--- src/include/priv_macros.svh ---
`ifndef PRIV_MACROS_SVH
`define PRIV_MACROS_SVH

`define PRIV_XLEN   32

// tlb geometry
`define TLB_ENTRIES 8
`define TLB_IDX_W   3
`define ASID_W      10

`define CSR_CRMD    14'h0
`define CSR_PRMD    14'h1
`define CSR_ERA     14'h6
`define CSR_TLBIDX  14'h10
`define CSR_TLBEHI  14'h11
`define CSR_TLBELO0 14'h12
`define CSR_ASID    14'h18

`define FILL_SEED   32'd19260817  // xorshift start value

`endif

--- src/rtl/priv_pkg.sv ---
package priv_pkg;

    typedef enum logic [2:0] {
        OP_CSR,
        OP_TLB,
        OP_CACOP,
        OP_IDLE,
        OP_ERTN
    } priv_op_t;

    // one-hot, one bit per state
    typedef enum logic [28:0] {
        S_INIT       = 29'd1 << 0,
        S_CSR        = 29'd1 << 1,
        S_CACOP      = 29'd1 << 2,
        S_TLB        = 29'd1 << 3,
        S_IDLE       = 29'd1 << 4,
        S_ERTN       = 29'd1 << 5,
        S_DONE_CSR   = 29'd1 << 6,
        S_DONE_ERTN  = 29'd1 << 7,
        S_DONE_TLB   = 29'd1 << 8,
        S_L1I_REQ    = 29'd1 << 9,
        S_L1D_REQ    = 29'd1 << 10,
        S_L2_REQ     = 29'd1 << 11,
        S_L1I_WAIT   = 29'd1 << 12,
        S_L1D_WAIT   = 29'd1 << 13,
        S_L2_WAIT    = 29'd1 << 14,
        S_DONE_L1I   = 29'd1 << 15,
        S_DONE_L1D   = 29'd1 << 16,
        S_DONE_L2    = 29'd1 << 17,
        S_TLB_SRCH   = 29'd1 << 18,
        S_TLB_RD     = 29'd1 << 19,
        S_TLB_WR     = 29'd1 << 20,
        S_TLB_FILL   = 29'd1 << 21,
        S_INVTLB     = 29'd1 << 22,
        S_DONE_IDLE  = 29'd1 << 23,
        S_IDLE_WAIT1 = 29'd1 << 24,
        S_IDLE_WAIT2 = 29'd1 << 25,
        S_IDLE_PERF  = 29'd1 << 26,
        S_IDLE_WAIT3 = 29'd1 << 27,
        S_IDLE_WAIT4 = 29'd1 << 28
    } priv_state_t;

    typedef enum logic [2:0] {
        TLB_NONE,
        TLB_SRCH,
        TLB_RD,
        TLB_WR,
        TLB_FILL,
        TLB_INV
    } tlb_cmd_t;

endpackage

--- src/rtl/csr_file.sv ---
`include "priv_macros.svh"

module csr_file (
    input  logic                    clk,
    input  logic                    rstn,
    input  logic                    csr_query,
    input  logic [13:0]             csr_addr,
    input  logic [`PRIV_XLEN-1:0]   csr_wen,
    input  logic [`PRIV_XLEN-1:0]   csr_wdata,
    input  logic                    restore_state,
    input  logic                    tlb_index_we,
    input  logic                    tlb_e_we,
    input  logic                    tlb_other_we,
    input  logic                    srch_hit,
    input  logic [`TLB_IDX_W-1:0]   srch_idx,
    input  logic [`PRIV_XLEN-1:0]   rd_ehi,
    input  logic [`PRIV_XLEN-1:0]   rd_elo,
    output logic [`PRIV_XLEN-1:0]   csr_rdata,
    output logic [`PRIV_XLEN-1:0]   era,
    output logic [`PRIV_XLEN-1:0]   tlbidx,
    output logic [`PRIV_XLEN-1:0]   tlbehi,
    output logic [`PRIV_XLEN-1:0]   tlbelo0,
    output logic [`ASID_W-1:0]      asid
);
    logic [`PRIV_XLEN-1:0] crmd, prmd, asid_r;

    function automatic logic [`PRIV_XLEN-1:0] merge(input logic [`PRIV_XLEN-1:0] old);
        merge = (old & ~csr_wen) | (csr_wdata & csr_wen);
    endfunction

    assign asid = asid_r[`ASID_W-1:0];

    always_comb begin
        case (csr_addr)
            `CSR_CRMD:    csr_rdata = crmd;
            `CSR_PRMD:    csr_rdata = prmd;
            `CSR_ERA:     csr_rdata = era;
            `CSR_TLBIDX:  csr_rdata = tlbidx;
            `CSR_TLBEHI:  csr_rdata = tlbehi;
            `CSR_TLBELO0: csr_rdata = tlbelo0;
            `CSR_ASID:    csr_rdata = asid_r;
            default:      csr_rdata = '0;
        endcase
    end

    always_ff @(posedge clk) begin
        if (!rstn) begin
            crmd <= '0;
            prmd <= '0;
            era <= '0;
            tlbidx <= '0;
            tlbehi <= '0;
            tlbelo0 <= '0;
            asid_r <= '0;
        end else begin
            if (csr_query) begin
                case (csr_addr)
                    `CSR_CRMD:    crmd <= merge(crmd);
                    `CSR_PRMD:    prmd <= merge(prmd);
                    `CSR_ERA:     era <= merge(era);
                    `CSR_TLBIDX:  tlbidx <= merge(tlbidx);
                    `CSR_TLBEHI:  tlbehi <= merge(tlbehi);
                    `CSR_TLBELO0: tlbelo0 <= merge(tlbelo0);
                    `CSR_ASID:    asid_r <= merge(asid_r);
                    default:      ;
                endcase
            end
            if (restore_state)
                crmd[2:0] <= prmd[2:0];  // plv and ie back from prmd
            if (tlb_index_we) begin
                tlbidx[31] <= ~srch_hit;  // not-found flag
                if (srch_hit)
                    tlbidx[`TLB_IDX_W-1:0] <= srch_idx;
            end
            if (tlb_e_we)
                tlbehi <= rd_ehi;
            if (tlb_other_we)
                tlbelo0 <= rd_elo;
        end
    end

endmodule

--- src/rtl/priv_exec.sv ---
`include "priv_macros.svh"

module priv_exec (
    input  logic                    clk,
    input  logic                    rstn,
    input  logic                    en_in,
    input  priv_pkg::priv_op_t      op,
    input  logic [31:0]             inst,
    input  logic [`PRIV_XLEN-1:0]   sr0,
    input  logic [`PRIV_XLEN-1:0]   sr1,
    input  logic [`PRIV_XLEN-1:0]   imm,
    input  logic [`PRIV_XLEN-1:0]   pc_next,
    input  logic [4:0]              addr_in,
    input  logic [`PRIV_XLEN-1:0]   era,
    input  logic [`PRIV_XLEN-1:0]   csr_rdata,
    input  logic                    l1i_ready,
    input  logic                    l1d_ready,
    input  logic                    l2_ready,
    input  logic                    l1i_complete,
    input  logic                    l1d_complete,
    input  logic                    l2_complete,
    input  logic                    icache_idle,
    input  logic                    dcache_idle,
    output logic                    en_out,
    output logic                    flush,
    output logic                    stall,
    output logic [`PRIV_XLEN-1:0]   result,
    output logic [4:0]              addr_out,
    output logic [`PRIV_XLEN-1:0]   pc_target,
    output logic                    csr_query,
    output logic [13:0]             csr_addr,
    output logic [`PRIV_XLEN-1:0]   csr_wen,
    output logic [`PRIV_XLEN-1:0]   csr_wdata,
    output logic                    restore_state,
    output logic                    tlb_index_we,
    output logic                    tlb_e_we,
    output logic                    tlb_other_we,
    output priv_pkg::tlb_cmd_t      tlb_cmd,
    output logic [`PRIV_XLEN-1:0]   fill_index,
    output logic [2:0]              inv_op,
    output logic [`ASID_W-1:0]      inv_asid,
    output logic [`PRIV_XLEN-1:0]   inv_vaddr,
    output logic                    l1i_en,
    output logic                    l1d_en,
    output logic                    l2_en,
    output logic [1:0]              cacop_code,
    output logic                    clear_clock_gate_require,
    output logic                    clear_clock_gate
);
    import priv_pkg::*;

    priv_state_t state, next_state;
    tlb_cmd_t tlb_cmd_next;
    logic [`PRIV_XLEN-1:0] fill_index_next;
    logic [1:0] which_cache;
    logic tlb_inv_sel;
    logic [1:0] tlb_op_sel;
    logic start, done_next, idle_next;

    // xorshift 13/17/5
    always_comb begin
        fill_index_next = fill_index ^ (fill_index << 13);
        fill_index_next = fill_index_next ^ (fill_index_next >> 17);
        fill_index_next = fill_index_next ^ (fill_index_next << 5);
    end

    always_comb begin
        next_state = state;
        case (state)
            S_INIT, S_DONE_CSR, S_DONE_ERTN, S_DONE_TLB, S_DONE_L1I, S_DONE_L1D,
            S_DONE_L2, S_DONE_IDLE: begin
                next_state = S_INIT;
                if (en_in) begin  // accepted whenever stall is low
                    case (op)
                        OP_CSR:   next_state = S_CSR;
                        OP_TLB:   next_state = S_TLB;
                        OP_CACOP: next_state = S_CACOP;
                        OP_IDLE:  next_state = S_IDLE;
                        OP_ERTN:  next_state = S_ERTN;
                        default:  next_state = S_INIT;
                    endcase
                end
            end
            S_CSR:  next_state = S_DONE_CSR;
            S_ERTN: next_state = S_DONE_ERTN;
            S_TLB: begin
                if (tlb_inv_sel) begin
                    next_state = S_INVTLB;
                end else begin
                    case (tlb_op_sel)
                        2'b10:   next_state = S_TLB_SRCH;
                        2'b11:   next_state = S_TLB_RD;
                        2'b00:   next_state = S_TLB_WR;
                        default: next_state = S_TLB_FILL;
                    endcase
                end
            end
            S_TLB_SRCH, S_TLB_RD, S_TLB_WR, S_TLB_FILL, S_INVTLB: next_state = S_DONE_TLB;
            S_CACOP: begin
                case (which_cache)
                    2'd0:    next_state = S_L1I_REQ;
                    2'd1:    next_state = S_L1D_REQ;
                    default: next_state = S_L2_REQ;
                endcase
            end
            // ready and complete may land in the same cycle
            S_L1I_REQ: if (l1i_ready) next_state = l1i_complete ? S_DONE_L1I : S_L1I_WAIT;
            S_L1D_REQ: if (l1d_ready) next_state = l1d_complete ? S_DONE_L1D : S_L1D_WAIT;
            S_L2_REQ:  if (l2_ready) next_state = l2_complete ? S_DONE_L2 : S_L2_WAIT;
            S_L1I_WAIT: if (l1i_complete) next_state = S_DONE_L1I;
            S_L1D_WAIT: if (l1d_complete) next_state = S_DONE_L1D;
            S_L2_WAIT:  if (l2_complete) next_state = S_DONE_L2;
            S_IDLE:       next_state = S_IDLE_WAIT1;
            S_IDLE_WAIT1: next_state = S_IDLE_WAIT2;
            S_IDLE_WAIT2: if (icache_idle && dcache_idle) next_state = S_IDLE_PERF;
            S_IDLE_PERF:  next_state = S_IDLE_WAIT3;
            S_IDLE_WAIT3: next_state = S_IDLE_WAIT4;
            S_IDLE_WAIT4: next_state = S_DONE_IDLE;
            default:      next_state = S_INIT;
        endcase
    end

    assign start = next_state inside {S_CSR, S_TLB, S_CACOP, S_IDLE, S_ERTN};
    assign done_next = next_state inside {S_DONE_CSR, S_DONE_ERTN, S_DONE_TLB,
                                          S_DONE_L1I, S_DONE_L1D, S_DONE_L2, S_DONE_IDLE};
    assign idle_next = next_state inside {S_IDLE, S_IDLE_WAIT1, S_IDLE_WAIT2,
                                          S_IDLE_PERF, S_IDLE_WAIT3, S_IDLE_WAIT4};

    always_comb begin
        case (next_state)
            S_TLB_SRCH: tlb_cmd_next = TLB_SRCH;
            S_TLB_RD:   tlb_cmd_next = TLB_RD;
            S_TLB_WR:   tlb_cmd_next = TLB_WR;
            S_TLB_FILL: tlb_cmd_next = TLB_FILL;
            S_INVTLB:   tlb_cmd_next = TLB_INV;
            default:    tlb_cmd_next = TLB_NONE;
        endcase
    end

    always_ff @(posedge clk) begin
        if (!rstn) begin
            state <= S_INIT;
            en_out <= 1'b0;
            flush <= 1'b0;
            stall <= 1'b0;
            csr_query <= 1'b0;
            restore_state <= 1'b0;
            tlb_index_we <= 1'b0;
            tlb_e_we <= 1'b0;
            tlb_other_we <= 1'b0;
            tlb_cmd <= TLB_NONE;
            fill_index <= `FILL_SEED;
            l1i_en <= 1'b0;
            l1d_en <= 1'b0;
            l2_en <= 1'b0;
            clear_clock_gate_require <= 1'b0;
            clear_clock_gate <= 1'b0;
        end else begin
            state <= next_state;
            en_out <= done_next;
            flush <= done_next;
            stall <= !(done_next || next_state == S_INIT);
            csr_query <= next_state == S_CSR;
            restore_state <= next_state == S_ERTN;
            tlb_index_we <= next_state == S_TLB_SRCH;
            tlb_e_we <= next_state == S_TLB_RD;
            tlb_other_we <= next_state == S_TLB_RD;
            tlb_cmd <= tlb_cmd_next;
            if (next_state == S_DONE_TLB)
                fill_index <= fill_index_next;
            l1i_en <= next_state == S_L1I_REQ;  // drops once ready is seen
            l1d_en <= next_state == S_L1D_REQ;
            l2_en <= next_state == S_L2_REQ;
            clear_clock_gate_require <= idle_next;
            clear_clock_gate <= next_state == S_IDLE_PERF;
        end
    end

    // operands latched as the op is accepted
    always_ff @(posedge clk) begin
        if (start) begin
            pc_target <= (op == OP_ERTN) ? era : pc_next;
            addr_out <= addr_in;
            csr_addr <= imm[13:0];
            csr_wen <= (inst[9:5] == 5'd1) ? '1 : sr0;
            csr_wdata <= sr1;
            tlb_inv_sel <= inst[16];
            tlb_op_sel <= inst[11:10];
            inv_op <= (inst[4:0] == 5'd0) ? 3'd1 : inst[2:0];
            inv_asid <= sr0[`ASID_W-1:0];
            inv_vaddr <= sr1;
            which_cache <= inst[1:0];
            cacop_code <= inst[4:3];
        end
        if (next_state == S_DONE_CSR)
            result <= csr_rdata;  // value before this edge's write
    end

endmodule

--- src/rtl/priv_top.sv ---
`include "priv_macros.svh"

module priv_top (
    input  logic                    clk,
    input  logic                    rstn,
    input  logic                    en_in,
    input  priv_pkg::priv_op_t      op,
    input  logic [31:0]             inst,
    input  logic [`PRIV_XLEN-1:0]   sr0,
    input  logic [`PRIV_XLEN-1:0]   sr1,
    input  logic [`PRIV_XLEN-1:0]   imm,
    input  logic [`PRIV_XLEN-1:0]   pc_next,
    input  logic [4:0]              addr_in,
    output logic                    en_out,
    output logic                    flush,
    output logic                    stall,
    output logic [`PRIV_XLEN-1:0]   result,
    output logic [4:0]              addr_out,
    output logic [`PRIV_XLEN-1:0]   pc_target,
    output logic                    l1i_en,
    output logic                    l1d_en,
    output logic                    l2_en,
    output logic [1:0]              cacop_code,
    input  logic                    l1i_ready,
    input  logic                    l1d_ready,
    input  logic                    l2_ready,
    input  logic                    l1i_complete,
    input  logic                    l1d_complete,
    input  logic                    l2_complete,
    output logic                    clear_clock_gate_require,
    output logic                    clear_clock_gate,
    input  logic                    icache_idle,
    input  logic                    dcache_idle
);
    import priv_pkg::*;

    // exec to csr file
    logic csr_query, restore_state;
    logic [13:0] csr_addr;
    logic [`PRIV_XLEN-1:0] csr_wen, csr_wdata, csr_rdata, era;
    logic tlb_index_we, tlb_e_we, tlb_other_we;

    // tlb command and operands
    tlb_cmd_t tlb_cmd;
    logic [`PRIV_XLEN-1:0] fill_index, inv_vaddr;
    logic [2:0] inv_op;
    logic [`ASID_W-1:0] inv_asid, asid;

    logic [`PRIV_XLEN-1:0] tlbidx, tlbehi, tlbelo0, rd_ehi, rd_elo;
    logic srch_hit;
    logic [`TLB_IDX_W-1:0] srch_idx;

    priv_exec u_exec (.*);

    csr_file u_csr (.*);

    tlb_array u_tlb (.*);

endmodule

--- src/rtl/tlb_array.sv ---
`include "priv_macros.svh"

module tlb_array (
    input  logic                    clk,
    input  logic                    rstn,
    input  priv_pkg::tlb_cmd_t      tlb_cmd,
    input  logic [`PRIV_XLEN-1:0]   fill_index,
    input  logic [`PRIV_XLEN-1:0]   tlbidx,
    input  logic [`PRIV_XLEN-1:0]   tlbehi,
    input  logic [`PRIV_XLEN-1:0]   tlbelo0,
    input  logic [`ASID_W-1:0]      asid,
    input  logic [2:0]              inv_op,
    input  logic [`ASID_W-1:0]      inv_asid,
    input  logic [`PRIV_XLEN-1:0]   inv_vaddr,
    output logic                    srch_hit,
    output logic [`TLB_IDX_W-1:0]   srch_idx,
    output logic [`PRIV_XLEN-1:0]   rd_ehi,
    output logic [`PRIV_XLEN-1:0]   rd_elo
);
    import priv_pkg::*;

    localparam int VPPN_W = `PRIV_XLEN - 13;

    logic [`TLB_ENTRIES-1:0] valid, g, inv_hit;
    logic [VPPN_W-1:0] vppn [`TLB_ENTRIES];
    logic [`ASID_W-1:0] e_asid [`TLB_ENTRIES];
    logic [`PRIV_XLEN-1:0] elo [`TLB_ENTRIES];
    logic [`TLB_IDX_W-1:0] wr_idx, rd_idx;
    logic wr_en;

    assign wr_en = (tlb_cmd == TLB_WR) || (tlb_cmd == TLB_FILL);
    assign wr_idx = (tlb_cmd == TLB_FILL) ? fill_index[`TLB_IDX_W-1:0]
                                          : tlbidx[`TLB_IDX_W-1:0];
    assign rd_idx = tlbidx[`TLB_IDX_W-1:0];
    assign rd_ehi = valid[rd_idx] ? {vppn[rd_idx], 13'b0} : '0;
    assign rd_elo = valid[rd_idx] ? elo[rd_idx] : '0;

    // lowest matching entry wins
    always_comb begin
        srch_hit = 1'b0;
        srch_idx = '0;
        for (int i = `TLB_ENTRIES - 1; i >= 0; i--) begin
            if (valid[i] && vppn[i] == tlbehi[`PRIV_XLEN-1:13] &&
                (g[i] || e_asid[i] == asid)) begin
                srch_hit = 1'b1;
                srch_idx = i[`TLB_IDX_W-1:0];
            end
        end
    end

    always_comb begin
        logic va_m, as_m;
        for (int i = 0; i < `TLB_ENTRIES; i++) begin
            va_m = vppn[i] == inv_vaddr[`PRIV_XLEN-1:13];
            as_m = e_asid[i] == inv_asid;
            case (inv_op)
                3'd0, 3'd1: inv_hit[i] = 1'b1;
                3'd2:       inv_hit[i] = g[i];
                3'd3:       inv_hit[i] = !g[i];
                3'd4:       inv_hit[i] = !g[i] && as_m;
                3'd5:       inv_hit[i] = !g[i] && as_m && va_m;
                3'd6:       inv_hit[i] = (g[i] || as_m) && va_m;
                default:    inv_hit[i] = 1'b0;
            endcase
        end
    end

    always_ff @(posedge clk) begin
        if (!rstn)
            valid <= '0;
        else if (wr_en)
            valid[wr_idx] <= 1'b1;
        else if (tlb_cmd == TLB_INV)
            valid <= valid & ~inv_hit;
    end

    always_ff @(posedge clk) begin
        if (wr_en) begin
            vppn[wr_idx] <= tlbehi[`PRIV_XLEN-1:13];
            e_asid[wr_idx] <= asid;
            g[wr_idx] <= tlbelo0[6];  // global bit of elo
            elo[wr_idx] <= tlbelo0;
        end
    end

endmodule

--- config.mk ---
export PLATFORM = sky130hd
export DESIGN_NAME = priv_top
export DESIGN_NICKNAME = d
export VERILOG_FILES = /design/src/rtl/priv_pkg.sv /design/src/rtl/csr_file.sv /design/src/rtl/priv_exec.sv /design/src/rtl/priv_top.sv /design/src/rtl/tlb_array.sv
export VERILOG_INCLUDE_DIRS = /design/src /design/src/include
export SDC_FILE = /design/constraint.sdc
export NUM_CORES = 2
export LEC_CHECK = 0
export BUFFER_PORTS_ARGS = -buffer_cell sky130_fd_sc_hd__buf_4
export CORE_MARGIN = 2
export CORE_UTILIZATION = 40
export CTS_CLUSTER_DIAMETER = 200
export CTS_CLUSTER_SIZE = 8
export DETAILED_ROUTE_END_ITERATION = 12
export PLACE_DENSITY = 0.6
export SYNTH_ARGS = -nofsm -noshare
export SYNTH_HDL_FRONTEND = slang
export SYNTH_SLANG_ARGS = --single-unit
export TNS_END_PERCENT = 10
--- constraint.sdc ---
create_clock -name clk -period 9.9 [get_ports clk]
set_input_delay 1.98 -clock clk [delete_from_list [all_inputs] [get_ports clk]]
set_output_delay 1.98 -clock clk [all_outputs]
set_load 0.005 [all_outputs]
==> impl_metrics.csv <==
group,metric,value,unit
timing,hold_ws,0.447,ns
clock_network,cts.sinks,962,
power_and_ir_drop,vdd_drop_max,0.159,mV
logic_synthesis,synthFlopType,"edfxtp_1",
power_and_ir_drop,power.leakage,0.0177,uW
logic_synthesis,yosysTopAreaCell,"edfxtp_1",
floorplan,core_area,0.109,mm^2
worst_setup_path,crit_path_max_fanout,46,
clock_network,cts_tree,"done",
floorplan,fp.dieArea,0.113,mm^2
worst_setup_path,arrival,4.55,ns
final_layout,drive_gt1_share,16.5,%
logic_synthesis,synth_edf_count,655,
detailed_routing,dr_total_vias,30800,
timing,timing.fmax,0.238,GHz
clock_network,clk-insertion-delay-late,0.75,ns
detailed_routing,avgRoutedWirePerCell,24.2,um
worst_setup_path,path_class,"flop to flop",
global_routing,grt-ovfl-total,0,
floorplan,io_pins,258,
timing,finalSetupViolCount,0,
timing,hold_violations,0,
timing,fin_ws,5.69,ns
timing,rsz0062_at_grt,"no",
run,maxCapViolations,0,
final_layout,final_core_util,47.0,%
logic_synthesis,mappedNetlistArea,0.0442,mm^2
clock_network,cts_hold_buffers,0,
floorplan,initial_core_util,40.5,%
clock_network,clockRootBuffer,"clkbuf_16",
final_layout,fillerInstances,9775,
hold_path,hp-class,"flop to flop",
floorplan,die_h,336,um
logic_synthesis,synth_fp_nets,3908,
placement,dpl_worst_slack,4.89,ns
logic_synthesis,ys_warn_count,0,
logic_synthesis,synth_top_area_share,44.5,%
logic_synthesis,synthTopCellsByArea,"edfxtp_1 45%, dfxtp_1 14%, xor2_1 6.2%",
logic_synthesis,async_reset_ff_share,0,%
final_layout,design.final.nets,4056,
timing,tightestPinTransition,1.25,ns
clock_network,clk_path_buf_depth,3,
global_routing,grt_pass1_vias,29200,
logic_synthesis,yosysMostFrequentCell,"edfxtp_1",
global_routing,antenna_found_initial,2,
clock_network,htreeDepth,4,
detailed_routing,drt_pass1_iterations,9,
detailed_routing,drc,0,
placement,portBuffers,220,
logic_synthesis,avgSynthCellArea,11.8,um^2
logic_synthesis,seq_area_frac_synth,58.4,%
timing,finalCritPeriodShare,42.5,%
detailed_routing,via_per_inst,5.65,
timing,report.final.slew_viol_count,0,
detailed_routing,final_antenna_net_count,0,
worst_setup_path,critPathRequiredTime,10.24,ns
timing,finClkSkew,0.0403,ns
clock_network,clkTransAtPathRegs,0.05,ns
timing,setup_tns,0,ns
clock_network,ctsResizeCount,0,
logic_synthesis,synth.top_cells.by_count,"655 x edfxtp_1, 460 x nand2_1, 315 x xor2_1",
final_layout,layout.cells.non_filler,5451,
worst_setup_path,startpoint_type,"flop",
clock_network,cts_buffers,138,
status,status,"finished clean",
final_layout,antennaDiodeCount,0,
global_routing,grt_usage,23.1,%
placement,place_inst,5213,
floorplan,die_x,336,um
logic_synthesis,yosysUniqueCellTypes,64,
detailed_routing,drt_iter0_markers,3391,
power_and_ir_drop,powerDensity,176,mW/mm^2
clock_network,cts_setup_buffers,0,
placement,gp_congestion,0.925,
timing,relSlewSlack,16.4,%
global_routing,grt_first_pass_wirelength,193000,um
global_routing,grt_max_degree,87,
worst_setup_path,critPathCaptureType,"flop",
final_layout,syn_to_final_growth,16.2,%
detailed_routing,routed_wl,132000,um
logic_synthesis,synth_seq_cells,962,
timing,period_minus_slack,4.21,ns
placement,place_hpwl,84100,um
floorplan,row_count,121,
logic_synthesis,syn_inst,3729,
[final timing paths]
check	cells past startpoint	to	slack, ns	startpoint
worst max register to register	8	u_exec.csr_wdata[25]$_DFFE_PP_	5.69	u_exec.state[6]$_SDFF_PN0_
worst max-delay path	8	u_exec.csr_wdata[25]$_DFFE_PP_	5.69	u_exec.state[6]$_SDFF_PN0_
worst min-delay path	2	flop	0.45	flop
worst min register to register	2	flop	0.45	flop
[power breakdown]
group | internal (uW) | leakage (uW) | total (uW) | switching (uW)
clock network | 2640 | 0.00192 | 4420 | 1780
logic | 109 | 0.00733 | 235 | 126
registers | 4300 | 0.00848 | 4400 | 95.5
[metal layers]
layer	share of wire [%]	global-route usage, %	vias to the layer above
met5	0	0	-
met3	9.0	4.87	247
met4	3.1	8.46	0
met1	43	32.4	15200
met2	44	35.1	1417
li1	-	-	13900
[critical path, stage by stage (launching register included)]
cell and delay (ns):
dfxtp_1 0.31, or4_1 0.57, nor4_1 0.54, nor4b_1 0.37, nor3b_1 0.34, o21ai_1 0.20, a21oi_4 0.15, buf_4 0.57
buf_4 0.68
[kinds of logic after synthesis]
group           share of synthesized area (%)
simple gates                             11.7
flops                                    58.4
compound gates                           8.29
xor+xnor                                 10.4
buf+inv                                  2.78
mux                                      8.37
[layout by cell type (no fill, tap or decap), drive strengths merged, types with 4 or more instances in the layout]
master  instances
a21boi         42
a21o           58
a21oi         204
a221o           7
a222oi         33
a22oi          33
a311oi          4
a41oi           8
and2            9
and3           22
buf           293
clkbuf        227
clkinv          7
dfxtp         307
edfxtp        655
inv            43
mux2           35
mux2i          96
mux4          104
nand2         460
nand2b          9
nand3         199
nand3b          4
nand4          40
nor2          113
nor2b          14
nor3           28
nor3b           6
nor4           95
nor4b           6
o21ai         167
o22ai          21
o41ai           6
or2            33
or3            25
or4            11
xnor2         211
xor2          315
[area by class of cell]
type	count	area, um^2	share of cell area [%]
Multi-Input combinational cell	2443	17300	33.6
Timing Repair Buffer	293	2200	4.29
Clock buffer	227	3830	7.46
Clock inverter	11	203	0.395
Tap cell	1476	1850	3.60
Inverter	39	151	0.295
Sequential cell	962	25800	50.3
[per-stage QoR]
stage / instance area [um^2] / power, uW
after floorplan: 44200 / 4570
after global placement: 47300 / 4710
after detailed placement: 47300 / 4710
after CTS: 51300 / 9140
after global routing: 51300 / 9330
final: 51300 / 9050
No activity file was read; power rests on OpenSTA's default activity.
